### config.mk
export PLATFORM = sky130hd
export DESIGN_NAME = link_perf_monitor
export DESIGN_NICKNAME = d
export VERILOG_FILES = /design/src/link_pkt_pkg.sv /design/src/link_mon_pkg.sv /design/src/link_event_decode.sv /design/src/link_counter_bank.sv /design/src/link_counter_readout.sv /design/src/link_perf_monitor.sv
export VERILOG_INCLUDE_DIRS = /design/src
export SDC_FILE = /design/constraint.sdc
export NUM_CORES = 1
export LEC_CHECK = 0
export BUFFER_PORTS_ARGS = -buffer_cell sky130_fd_sc_hd__buf_2
export CAP_MARGIN = 20
export CORE_UTILIZATION = 40
export CTS_CLUSTER_SIZE = 20
export DETAILED_ROUTE_END_ITERATION = 12
export PLACE_DENSITY = 0.64
export SYNTH_ARGS = -nofsm -noshare
export SYNTH_HDL_FRONTEND = slang
export SYNTH_HIERARCHICAL = 1
export SYNTH_SLANG_ARGS = --single-unit
### constraint.sdc
create_clock -name i_serial_link_0 -period 5 [get_ports i_serial_link_0]
set_input_delay 0.75 -clock i_serial_link_0 [delete_from_list [all_inputs] [get_ports i_serial_link_0]]
set_output_delay 0.75 -clock i_serial_link_0 [all_outputs]
set_load 0.02 [all_outputs]
### src/link_mon_settings.svh
// counter width must stay above the credits field width or the credit sum saturates per packet
`ifndef LINK_MON_SETTINGS_SVH
`define LINK_MON_SETTINGS_SVH

// ======================================================================
// counter bank
// ======================================================================

// width of every performance counter
`define LINK_MON_CNT_W 32

// cycles, tx valid, rx valid, credit packets, credit sum, stalls
`define LINK_MON_NUM_CNT 6

// ======================================================================
// link side
// ======================================================================

// one link header word
`define LINK_MON_HDR_W 16

// narrow request, narrow response, wide
`define LINK_MON_NUM_CHAN 3

`endif

### src/link_pkt_pkg.sv
// header layout assumes the credits_only flag is the top bit in both views; widths come from the header width macro
`include "link_mon_settings.svh"

package link_pkt_pkg;

  // ======================================================================
  // field widths derived from the header width
  // ======================================================================

  // flag + 2 bit channel id + payload length
  localparam int unsigned PAYLOAD_LEN_W = `LINK_MON_HDR_W - 3;

  // flag + 3 reserved bits + credits
  localparam int unsigned CREDITS_W = `LINK_MON_HDR_W - 4;

  typedef logic [CREDITS_W-1:0] credits_t;

  // ======================================================================
  // header views
  // ======================================================================

  // normal data packet with credits_only at 0
  typedef struct packed {
    logic                     credits_only;
    logic [1:0]               chan_id;
    logic [PAYLOAD_LEN_W-1:0] payload_len;
  } link_data_hdr_t;

  // credit-only packet with credits_only at 1
  typedef struct packed {
    logic       credits_only;
    logic [2:0] reserved;
    credits_t   credits;
  } link_cred_hdr_t;

  // top bit of the shared word selects the view
  typedef union packed {
    link_data_hdr_t data;
    link_cred_hdr_t cred;
  } link_hdr_u;

endpackage

### src/link_mon_pkg.sv
// counter order is fixed by the enum values; the readout select uses the same encoding
`include "link_mon_settings.svh"

package link_mon_pkg;

  // ======================================================================
  // counter indices
  // ======================================================================

  typedef enum logic [2:0] {
    CNT_CYCLES    = 3'd0,
    CNT_TX_VALID  = 3'd1,
    CNT_RX_VALID  = 3'd2,
    CNT_CRED_PKTS = 3'd3,
    CNT_CRED_SUM  = 3'd4,
    CNT_STALL     = 3'd5
  } cnt_idx_e;

  typedef logic [`LINK_MON_CNT_W-1:0] cnt_t;

  // whole bank, indexed by cnt_idx_e
  typedef cnt_t [`LINK_MON_NUM_CNT-1:0] cnt_vec_t;

  // ======================================================================
  // decoded event record, one per cycle
  // ======================================================================

  typedef struct packed {
    logic                  tick;
    logic                  tx_valid;
    logic                  rx_valid;
    logic                  cred_pkt;
    logic                  stall;
    // zero unless cred_pkt is set
    link_pkt_pkg::credits_t cred_amount;
    logic                  clear;
    logic                  spare;
  } link_event_t;

endpackage

### src/link_event_decode.sv
// raw inputs register at edge N and the event record at N+1; all inputs are plain levels
`timescale 1ns/1ps
`include "link_mon_settings.svh"

module link_event_decode (
  input  logic                              i_serial_link_0,
  input  logic                              i_reset,
  input  logic                              i_tx_valid,
  input  logic                              i_tx_ready,
  input  link_pkt_pkg::link_hdr_u           i_tx_hdr,
  input  logic                              i_rx_valid,
  input  logic [`LINK_MON_NUM_CHAN-1:0]     i_chan_valid,
  input  logic [`LINK_MON_NUM_CHAN-1:0]     i_chan_credit_ok,
  input  logic                              i_clear,
  output link_mon_pkg::link_event_t         o_ev
);

  // ======================================================================
  // input sampling
  // ======================================================================

  logic                          tick_q;
  logic                          tx_valid_q;
  logic                          tx_ready_q;
  logic                          rx_valid_q;
  logic                          clear_q;
  logic [`LINK_MON_NUM_CHAN-1:0] chan_valid_q;
  logic [`LINK_MON_NUM_CHAN-1:0] chan_credit_ok_q;
  link_pkt_pkg::link_hdr_u       hdr_q;

  always_ff @(posedge i_serial_link_0) begin
    if (i_reset) begin
      tick_q           <= 1'b0;
      tx_valid_q       <= 1'b0;
      tx_ready_q       <= 1'b0;
      rx_valid_q       <= 1'b0;
      clear_q          <= 1'b0;
      chan_valid_q     <= '0;
      chan_credit_ok_q <= '0;
    end else begin
      // high in every cycle once out of reset
      tick_q           <= 1'b1;
      tx_valid_q       <= i_tx_valid;
      tx_ready_q       <= i_tx_ready;
      rx_valid_q       <= i_rx_valid;
      clear_q          <= i_clear;
      chan_valid_q     <= i_chan_valid;
      chan_credit_ok_q <= i_chan_credit_ok;
    end
  end

  // raw header word, only read through cred_pkt
  always_ff @(posedge i_serial_link_0) begin
    hdr_q <= i_tx_hdr;
  end

  // ======================================================================
  // decode
  // ======================================================================

  logic                      is_cred_hdr;
  logic                      cred_pkt;
  logic                      stall;
  link_mon_pkg::link_event_t ev_d;

  // top bit is shared by both views
  assign is_cred_hdr = hdr_q.cred.credits_only;

  // only a completed tx handshake counts as a sent packet
  assign cred_pkt = tx_valid_q & tx_ready_q & is_cred_hdr;

  // several channels stalling at once still count as one cycle
  assign stall = |(chan_valid_q & ~chan_credit_ok_q);

  always_comb begin
    ev_d             = '0;
    ev_d.tick        = tick_q;
    ev_d.tx_valid    = tx_valid_q;
    ev_d.rx_valid    = rx_valid_q;
    ev_d.cred_pkt    = cred_pkt;
    ev_d.stall       = stall;
    ev_d.cred_amount = cred_pkt ? hdr_q.cred.credits : '0;
    ev_d.clear       = clear_q;
    ev_d.spare       = 1'b0;
  end

  // event record register
  always_ff @(posedge i_serial_link_0) begin
    if (i_reset) begin
      o_ev <= '0;
    end else begin
      o_ev <= ev_d;
    end
  end

endmodule

### src/link_counter_bank.sv
// counters saturate at all ones and never wrap; clear in the event record beats every event
`timescale 1ns/1ps
`include "link_mon_settings.svh"

module link_counter_bank (
  input  logic                      i_serial_link_0,
  input  logic                      i_reset,
  input  link_mon_pkg::link_event_t i_ev,
  output link_mon_pkg::cnt_vec_t    o_cnt_vec
);

  // ======================================================================
  // step per counter
  // ======================================================================

  link_mon_pkg::cnt_vec_t step;
  link_mon_pkg::cnt_vec_t cnt_q;
  link_mon_pkg::cnt_vec_t cnt_d;

  // five counters step by one, the credit sum by the credit amount
  always_comb begin
    step                              = '0;
    step[link_mon_pkg::CNT_CYCLES]    = link_mon_pkg::cnt_t'(i_ev.tick);
    step[link_mon_pkg::CNT_TX_VALID]  = link_mon_pkg::cnt_t'(i_ev.tx_valid);
    step[link_mon_pkg::CNT_RX_VALID]  = link_mon_pkg::cnt_t'(i_ev.rx_valid);
    step[link_mon_pkg::CNT_CRED_PKTS] = link_mon_pkg::cnt_t'(i_ev.cred_pkt);
    step[link_mon_pkg::CNT_CRED_SUM]  = link_mon_pkg::cnt_t'(i_ev.cred_amount);
    step[link_mon_pkg::CNT_STALL]     = link_mon_pkg::cnt_t'(i_ev.stall);
  end

  // ======================================================================
  // saturating add
  // ======================================================================

  always_comb begin : sat_add
    logic [`LINK_MON_CNT_W:0] sum;
    cnt_d = cnt_q;
    for (int i = 0; i < `LINK_MON_NUM_CNT; i++) begin
      sum = {1'b0, cnt_q[i]} + {1'b0, step[i]};
      // carry out means the counter clamps at its maximum
      if (sum[`LINK_MON_CNT_W]) begin
        cnt_d[i] = '1;
      end else begin
        cnt_d[i] = sum[`LINK_MON_CNT_W-1:0];
      end
    end
  end

  always_ff @(posedge i_serial_link_0) begin
    if (i_reset) begin
      cnt_q <= '0;
    end else if (i_ev.clear) begin
      // events of the clear cycle are dropped
      cnt_q <= '0;
    end else begin
      cnt_q <= cnt_d;
    end
  end

  assign o_cnt_vec = cnt_q;

endmodule

### src/link_counter_readout.sv
// read data lags the select by one cycle; the saturation flag is sticky and only reset clears it
`timescale 1ns/1ps
`include "link_mon_settings.svh"

module link_counter_readout (
  input  logic                   i_serial_link_0,
  input  logic                   i_reset,
  input  link_mon_pkg::cnt_vec_t i_cnt_vec,
  input  link_mon_pkg::cnt_idx_e i_rd_sel,
  output link_mon_pkg::cnt_t     o_rd_data,
  output logic                   o_saturated
);

  // ======================================================================
  // read mux
  // ======================================================================

  link_mon_pkg::cnt_t rd_data_d;

  // unused select codes read as zero
  always_comb begin
    if (int'(i_rd_sel) < `LINK_MON_NUM_CNT) begin
      rd_data_d = i_cnt_vec[i_rd_sel];
    end else begin
      rd_data_d = '0;
    end
  end

  always_ff @(posedge i_serial_link_0) begin
    if (i_reset) begin
      o_rd_data <= '0;
    end else begin
      o_rd_data <= rd_data_d;
    end
  end

  // ======================================================================
  // saturation detect
  // ======================================================================

  logic [`LINK_MON_NUM_CNT-1:0] at_max;

  always_comb begin
    for (int i = 0; i < `LINK_MON_NUM_CNT; i++) begin
      at_max[i] = &i_cnt_vec[i];
    end
  end

  // survives clear pulses on purpose
  always_ff @(posedge i_serial_link_0) begin
    if (i_reset) begin
      o_saturated <= 1'b0;
    end else begin
      o_saturated <= o_saturated | (|at_max);
    end
  end

endmodule

### src/link_perf_monitor.sv
// single clock domain on i_serial_link_0; no handshake, every cycle is sampled and counted
`timescale 1ns/1ps
`include "link_mon_settings.svh"

module link_perf_monitor (
  input  logic                          i_serial_link_0,
  input  logic                          i_reset,
  input  logic                          i_tx_valid,
  input  logic                          i_tx_ready,
  input  link_pkt_pkg::link_hdr_u       i_tx_hdr,
  input  logic                          i_rx_valid,
  input  logic [`LINK_MON_NUM_CHAN-1:0] i_chan_valid,
  input  logic [`LINK_MON_NUM_CHAN-1:0] i_chan_credit_ok,
  input  logic                          i_clear,
  input  link_mon_pkg::cnt_idx_e        i_rd_sel,
  output logic [`LINK_MON_CNT_W-1:0]    o_rd_data,
  output logic                          o_saturated
);

  link_mon_pkg::link_event_t ev;
  link_mon_pkg::cnt_vec_t    cnt_vec;

  // decode stage
  link_event_decode u_decode (
    .i_serial_link_0  (i_serial_link_0),
    .i_reset          (i_reset),
    .i_tx_valid       (i_tx_valid),
    .i_tx_ready       (i_tx_ready),
    .i_tx_hdr         (i_tx_hdr),
    .i_rx_valid       (i_rx_valid),
    .i_chan_valid     (i_chan_valid),
    .i_chan_credit_ok (i_chan_credit_ok),
    .i_clear          (i_clear),
    .o_ev             (ev)
  );

  // execute stage
  link_counter_bank u_bank (
    .i_serial_link_0 (i_serial_link_0),
    .i_reset         (i_reset),
    .i_ev            (ev),
    .o_cnt_vec       (cnt_vec)
  );

  // result stage
  link_counter_readout u_readout (
    .i_serial_link_0 (i_serial_link_0),
    .i_reset         (i_reset),
    .i_cnt_vec       (cnt_vec),
    .i_rd_sel        (i_rd_sel),
    .o_rd_data       (o_rd_data),
    .o_saturated     (o_saturated)
  );

endmodule

==> flow_metrics.py, run 1 <==
metrics = {
    "outcome": {
        "run_status": "completed",
    },
    "placement": {
        "placed_cells": 1726,
        "finalWeightedCongestion": 0.8935,
        "dp_slack_ps": 2019,
        "port-buffer-count": 60,
        "dp.final_hpwl_um": 23640,
        "placement.cell_area_um2": 13250,
    },
    "final_layout": {
        "antennaDiodeCount": 0,
        "fin_cells": 1780,
        "drive_above_1_share_pct": 15.46,
        "area_growth_pct": 11.72,
        "fillerInstances": 2988,
        "finish.net_count": 1412,
        "layout.cell_area.non_filler_um2": 14250,
        "utilization_pct": 45.28,
    },
    "hold_path": {
        "min_path_cells": 1,
        "worst_hold_path.endpoint": "u_decode/hdr_q[10]",
        "min-delay-path-class": "input port to register",
        "min_from": "i_tx_hdr[10]",
    },
    "logic_synthesis": {
        "postSynthNetCount": 1381,
        "syn-instance-count": 1327,
        "syn_area_um2": 12750,
        "yosysWarnings": 6,
        "syn_area_per_cell_um2": 9.612,
    },
    "critical_path": {
        "critPathMostFrequentCell": "sky130_fd_sc_hd__ha_1",
        "critical_path.max_fanout": 18,
        "cp_slowest_stage_delay_ps": 420,
        "critPathTopFamily": "simple AND/OR/NAND/NOR gates",
        "rr_endpoint": "u_bank/o_cnt_vec[39]",
        "r2r_setup_slack_ps": 2190,
        "r2r_start": "u_bank/o_cnt_vec[32]",
        "cp.required_ps": 5480,
        "crit_slowest_cell": "sky130_fd_sc_hd__and2_1",
        "timing.critical_path.buf_inv": 1,
        "criticalPathCategory": "register to register",
        "timing.critical_path.arrival_ps": 3290,
        "worst_r2r_path_depth": 8,
        "timing.critical_path.to_type": "register",
        "crit_path_cell_trace": "ha_1 > ha_1 > and2_1 > nand3_2 > nor3_2 > nand2b_1 > buf_8 > a21oi_1",
        "timing.critical_path.from_type": "register",
    },
    "run": {
        "number_of_max_cap_violations": 0,
    },
    "global_routing": {
        "grt_start_max_net_pins": 89,
        "grt_pass1_vias": 9620,
        "grt_first_pass_wirelength_um": 52740,
        "grtUsageTotal_pct": 20.28,
        "grt_antenna_before_repair": 0,
        "gr-total-overflow": 0,
    },
    "detailed_routing": {
        "drt_iter0_drc": 998,
        "number_of_iterations_in_the_first_detailed_routing_pass": 5,
        "drt_wl_total_um": 33690,
        "routed_via_density": 5.806,
        "drt.antenna.violating_nets": 0,
        "drc": 0,
        "avgRoutedWirePerCell_um": 18.93,
        "vias": 10340,
    },
    "timing": {
        "timing.slew.headroom_pct": 33.62,
        "fin_ws_ps": 2191,
        "finalCritPeriodShare_pct": 56.19,
        "final-max-slew-violation-count": 0,
        "final_hold_viol_count": 0,
        "timing_worst_slew_pin_value_ps": 992.1,
        "grt_setup_unrepaired": "false",
        "tns_ps": 0,
        "finalCriticalPeriod_ps": 2809,
        "worst_clock_skew_ps": 24.10,
        "setup-violations-final": 0,
        "timing.fmax_ghz": 0.3560,
    },
    "die": {
        "die_w_um": 180.6,
        "dieHeight_um": 180.6,
        "start_util_pct": 40.52,
        "top_level_ports": 64,
        "die-area_um2": 32610,
        "placeableCoreArea_um2": 31470,
        "placement_rows": 65,
    },
    "power_and_ir_drop": {
        "cellPowerDensity_nw_per_um2": 313.1,
        "power.static_leakage_nw": 5.327,
        "netSwitchingFraction_pct": 21.47,
        "vdd_drop_max_v": 0.0002467,
        "p_clk_share_pct": 49.1,
        "sequentialPowerShare_pct": 48.2,
        "switching_power_of_the_nets_mw": 0.9579,
        "power.internal_mw": 3.504,
        "share_of_total_power_in_combinational_logic_pct": 2.6,
    },
    "clock_network": {
        "cts_setup_buffers": 0,
        "cts_tree": "built",
        "cts.repair.resized": 0,
        "worstSkewPairLatency_ps": 560,
        "clock_pin_slew_on_the_worst_setup_and_hold_paths_ps": 60,
        "cts_root_cell": "sky130_fd_sc_hd__clkbuf_16",
        "max-clock-path-buffers": 3,
        "htree_num_levels": 1,
        "post_cts_hold_buffer_count": 0,
        "cts_sinks": 267,
        "number_of_buffers_created_by_cts": 30,
    },
}
## layout make-up
type                            instances  area [um2]  area share (%)
Clock buffer                           47       895.9           6.287
Clock inverter                          5       78.83          0.5532
Inverter                               26       97.59          0.6849
Multi-Input combinational cell        965        6939           48.70
Sequential cell                       267        5345           37.51
Tap cell                              402       503.0           3.530
Timing Repair Buffer                   68       390.4           2.739
## how the worst max path moves through the flow
stage	start	endpoint	slack [ps]	cells after the start
floorplan	u_bank/o_cnt_vec[160]	u_bank/o_cnt_vec[190]	2840	7
global placement	u_bank/o_cnt_vec[32]	u_bank/o_cnt_vec[52]	2050	7
detailed placement	u_bank/o_cnt_vec[32]	u_bank/o_cnt_vec[48]	2020	7
CTS	u_bank/o_cnt_vec[32]	u_bank/o_cnt_vec[39]	1920	7
global route	u_decode/o_ev[14]	u_bank/o_cnt_vec[166]	1980	8
finish	u_bank/o_cnt_vec[32]	u_bank/o_cnt_vec[39]	2190	8
## worst reg2reg max path: stages, from the launching register on
cell,delay [ps]
sky130_fd_sc_hd__dfxtp_1,360
sky130_fd_sc_hd__ha_1,230
sky130_fd_sc_hd__ha_1,230
sky130_fd_sc_hd__and2_1,420
sky130_fd_sc_hd__nand3_2,250
sky130_fd_sc_hd__nor3_2,410
sky130_fd_sc_hd__nand2b_1,380
sky130_fd_sc_hd__buf_8,290
sky130_fd_sc_hd__a21oi_1,170
## layer usage
metal  up-vias  GRT usage, %  routed length, um
li1       4943             -                  -
met1      5011         27.42              15110
met2       321         33.41              15520
met3        60         3.052               2118
met4         0         5.949                931
met5         -             0                  0
## registers in the layout (all words and copies together) (netlist names)
register and flops:
u_decode/tx_ready_q 1, u_bank/o_cnt_vec 192, u_decode/clear_q 1, u_decode/chan_credit_ok_q 3, u_decode/tick_q 1, u_decode/rx_valid_q 1
u_readout/o_rd_data 32, u_decode/tx_valid_q 1, u_decode/chan_valid_q 3, u_decode/hdr_q 13, u_decode/o_ev 18, u_readout/o_saturated 1
## cells in the final DEF (no fill, tap or decap), types with 10 or more instances in the layout
cell type                     n
sky130_fd_sc_hd__o21ai_0     10
sky130_fd_sc_hd__nand2_1     64
sky130_fd_sc_hd__mux2_2      32
sky130_fd_sc_hd__and3_1      58
sky130_fd_sc_hd__and2_1      14
sky130_fd_sc_hd__clkbuf_1    10
sky130_fd_sc_hd__inv_1       26
sky130_fd_sc_hd__nand3_1     57
sky130_fd_sc_hd__nor4_1      13
sky130_fd_sc_hd__and4_1      15
sky130_fd_sc_hd__nor2_1      66
sky130_fd_sc_hd__nand4_1     74
sky130_fd_sc_hd__clkbuf_16   31
sky130_fd_sc_hd__a22oi_1     32
sky130_fd_sc_hd__xnor2_1     51
sky130_fd_sc_hd__buf_2       59
sky130_fd_sc_hd__nor3_1      25
sky130_fd_sc_hd__ha_1        22
sky130_fd_sc_hd__a31oi_1     19
sky130_fd_sc_hd__a211oi_1    10
sky130_fd_sc_hd__dfxtp_1    267
sky130_fd_sc_hd__nor2b_1     11
sky130_fd_sc_hd__a21oi_1    177
sky130_fd_sc_hd__mux4_2      25
sky130_fd_sc_hd__xor2_1      85
## power groups by stage
stage	Clock, mW	Combinational [mW]	Sequential, mW
finish	2.19	0.117	2.15
global route	2.31	0.129	2.15
CTS	2.23	0.117	2.15
detailed placement	0	0.117	2.20
global placement	0	0.116	2.20
floorplan	0	0.0881	2.20
## through the flow
stage / hold slack (ps) / power [mW]
final: 300.7 / 4.462
after global routing: 288.2 / 4.591
after detailed placement: 430.2 / 2.316
after floorplan: 420.4 / 2.284
after CTS: 286.4 / 4.503
after global placement: 429.2 / 2.315
No activity file was read; power rests on OpenSTA's default activity.
==> run 2, diff against run 1 <==
- PLACE_DENSITY: 0.64 -> 0.66
- clock period: 5 -> 2.3 ns (I/O delays scaled with it)
==> flow_metrics.py, run 2 (synthesized netlist as in run 1, its figures left out) <==
metrics = {
    "outcome": {
        "run_status": "completed",
    },
    "clock_network": {
        "number_of_buffers_created_by_cts": 30,
        "clock_pin_slew_on_the_worst_setup_and_hold_paths_ps": 60,
        "cts_sinks": 267,
        "htree_num_levels": 1,
        "cts_root_cell": "sky130_fd_sc_hd__clkbuf_16",
        "cts_tree": "built",
        "max-clock-path-buffers": 3,
        "worstSkewPairLatency_ps": 560,
    },
    "timing": {
        "final-max-slew-violation-count": 0,
        "worst_clock_skew_ps": 22.03,
        "timing.fmax_ghz": 0.4587,
        "final_hold_viol_count": 0,
        "grt_setup_unrepaired": "false",
        "setup-violations-final": 0,
        "finalCritPeriodShare_pct": 94.78,
        "tns_ps": 0,
        "finalCriticalPeriod_ps": 2180,
        "fin_ws_ps": 120.2,
        "timing.slew.headroom_pct": 57.99,
        "timing_worst_slew_pin_value_ps": 629.5,
    },
    "global_routing": {
        "grt_pass1_vias": 10060,
        "grt_first_pass_wirelength_um": 53850,
        "gr-total-overflow": 0,
        "grtUsageTotal_pct": 20.57,
        "grt_antenna_before_repair": 0,
        "grt_start_max_net_pins": 54,
    },
    "detailed_routing": {
        "drt_iter0_drc": 1070,
        "routed_via_density": 5.780,
        "vias": 10820,
        "drt.antenna.violating_nets": 0,
        "highest_layer": "met4",
        "drt_wl_total_um": 34270,
        "met2_wl_um": 16060,
        "avgRoutedWirePerCell_um": 18.31,
        "route.layer.met1.wl_um": 15190,
        "number_of_iterations_in_the_first_detailed_routing_pass": 5,
        "drc": 0,
        "wl_met3_um": 1913,
    },
    "placement": {
        "dp_slack_ps": 0.9883,
        "port-buffer-count": 60,
        "dp.final_hpwl_um": 25060,
        "finalWeightedCongestion": 0.9060,
    },
    "critical_path": {
        "crit_slowest_cell": "sky130_fd_sc_hd__dfxtp_1",
        "crit_path_cell_trace": "ha_1 > ha_1 > and2_1 > nand3_2 > nor3_2 > nand2b_1 > buf_4 > a21oi_1",
        "timing.critical_path.arrival_ps": 2650,
        "critPathMostFrequentCell": "sky130_fd_sc_hd__ha_1",
        "timing.critical_path.from_type": "register",
        "timing.critical_path.to_type": "register",
        "cp.required_ps": 2770,
        "timing.critical_path.buf_inv": 1,
        "critical_path.max_fanout": 8,
        "cp_slowest_stage_delay_ps": 370,
        "critPathTopFamily": "simple AND/OR/NAND/NOR gates",
        "criticalPathCategory": "register to register",
    },
    "die": {
        "dieHeight_um": 180.6,
        "placeableCoreArea_um2": 31470,
        "top_level_ports": 64,
        "die_w_um": 180.6,
        "die-area_um2": 32610,
        "start_util_pct": 40.52,
        "placement_rows": 65,
    },
    "final_layout": {
        "largest_register_ffs": 192,
        "mostFrequentLayoutCell": "sky130_fd_sc_hd__dfxtp_1",
        "antennaDiodeCount": 0,
        "area_growth_pct": 18.37,
        "final_cell_mix": "sky130_fd_sc_hd__dfxtp_1 (267), sky130_fd_sc_hd__a21oi_1 (177), sky130_fd_sc_hd__xor2_1 (85)",
        "utilization_pct": 47.97,
        "finish.net_count": 1502,
        "drive_above_1_share_pct": 20.07,
    },
    "power_and_ir_drop": {
        "vdd_drop_max_v": 0.0005529,
        "cellPowerDensity_nw_per_um2": 660.2,
        "power.static_leakage_nw": 5.811,
    },
    "hold_path": {
        "min-delay-path-class": "input port to register",
    },
    "run": {
        "number_of_max_cap_violations": 0,
    },
}
==> run 2: per-stage QoR <==
stage / std cells / area (um2) / power [mW] / hold slack, ps
6_report: 1872 / 15100 / 9.968 / 20.78
5_1_grt: 1872 / 15100 / 10.29 / 12.33
4_1_cts: 1871 / 15070 / 10.07 / 2.004
3_5_place_dp: 1797 / 13830 / 5.057 / 431.3
3_3_place_gp: 1797 / 13830 / 5.051 / 429.1
2_1_floorplan: 1327 / 12750 / 4.966 / 372.7
==> run 2: worst paths after layout <==
kind	cells past startpoint	end	slack, ps	start
max	8	u_bank/o_cnt_vec[35]	120	u_bank/o_cnt_vec[32]
min	2	u_decode/tx_valid_q	20	i_tx_valid
max reg2reg	8	u_bank/o_cnt_vec[35]	120	u_bank/o_cnt_vec[32]
min reg2reg	1	u_decode/o_ev[2]	420	u_decode/hdr_q[0]
==> run 2: timing repair <==
| action | in CTS | in global routing |
|---|---|---|
| pin swaps | 0 | 3 |
| gates cloned | 0 | 0 |
| buffers inserted | 0 | 1 |
| hold buffers | 20 | 0 |
| gates resized for setup | 1 | 9 |
| endpoints found under the setup margin | 6 | 30 |
| hold endpoints to repair | 20 | 0 |
==> run 2: layer usage <==
metal,up-vias,global-route usage (%)
met1,5320,27.50
met5,-,0
li1,5122,-
met3,63,2.344
met4,0,6.393
met2,316,34.67
==> run 2: worst register-to-register path, delay by kind of cell, from the launching register on <==
family | cells | cell delay [ps]
AOI/OAI and AO/OA | 1 | 150
adders and majority gates | 2 | 390
buffers and inverters | 1 | 200
DFF | 1 | 370
and+or+nand+nor | 4 | 990
==> run 2: where the power goes <==
group	internal, mW	switching (mW)
registers	4.66	0.0160
logic	0.126	0.176
clock network	3.08	1.91
==> run 2: cell type report <==
| type | count | area, um2 |
|---|---|---|
| Fill cell | 2920 | 16380 |
| Multi-Input combinational cell | 965 | 6960 |
| Sequential cell | 267 | 5345 |
| Timing Repair Buffer | 158 | 1155 |
| Clock buffer | 40 | 828.3 |
| Tap cell | 402 | 503.0 |
| Clock inverter | 14 | 209.0 |
| Inverter | 26 | 97.59 |
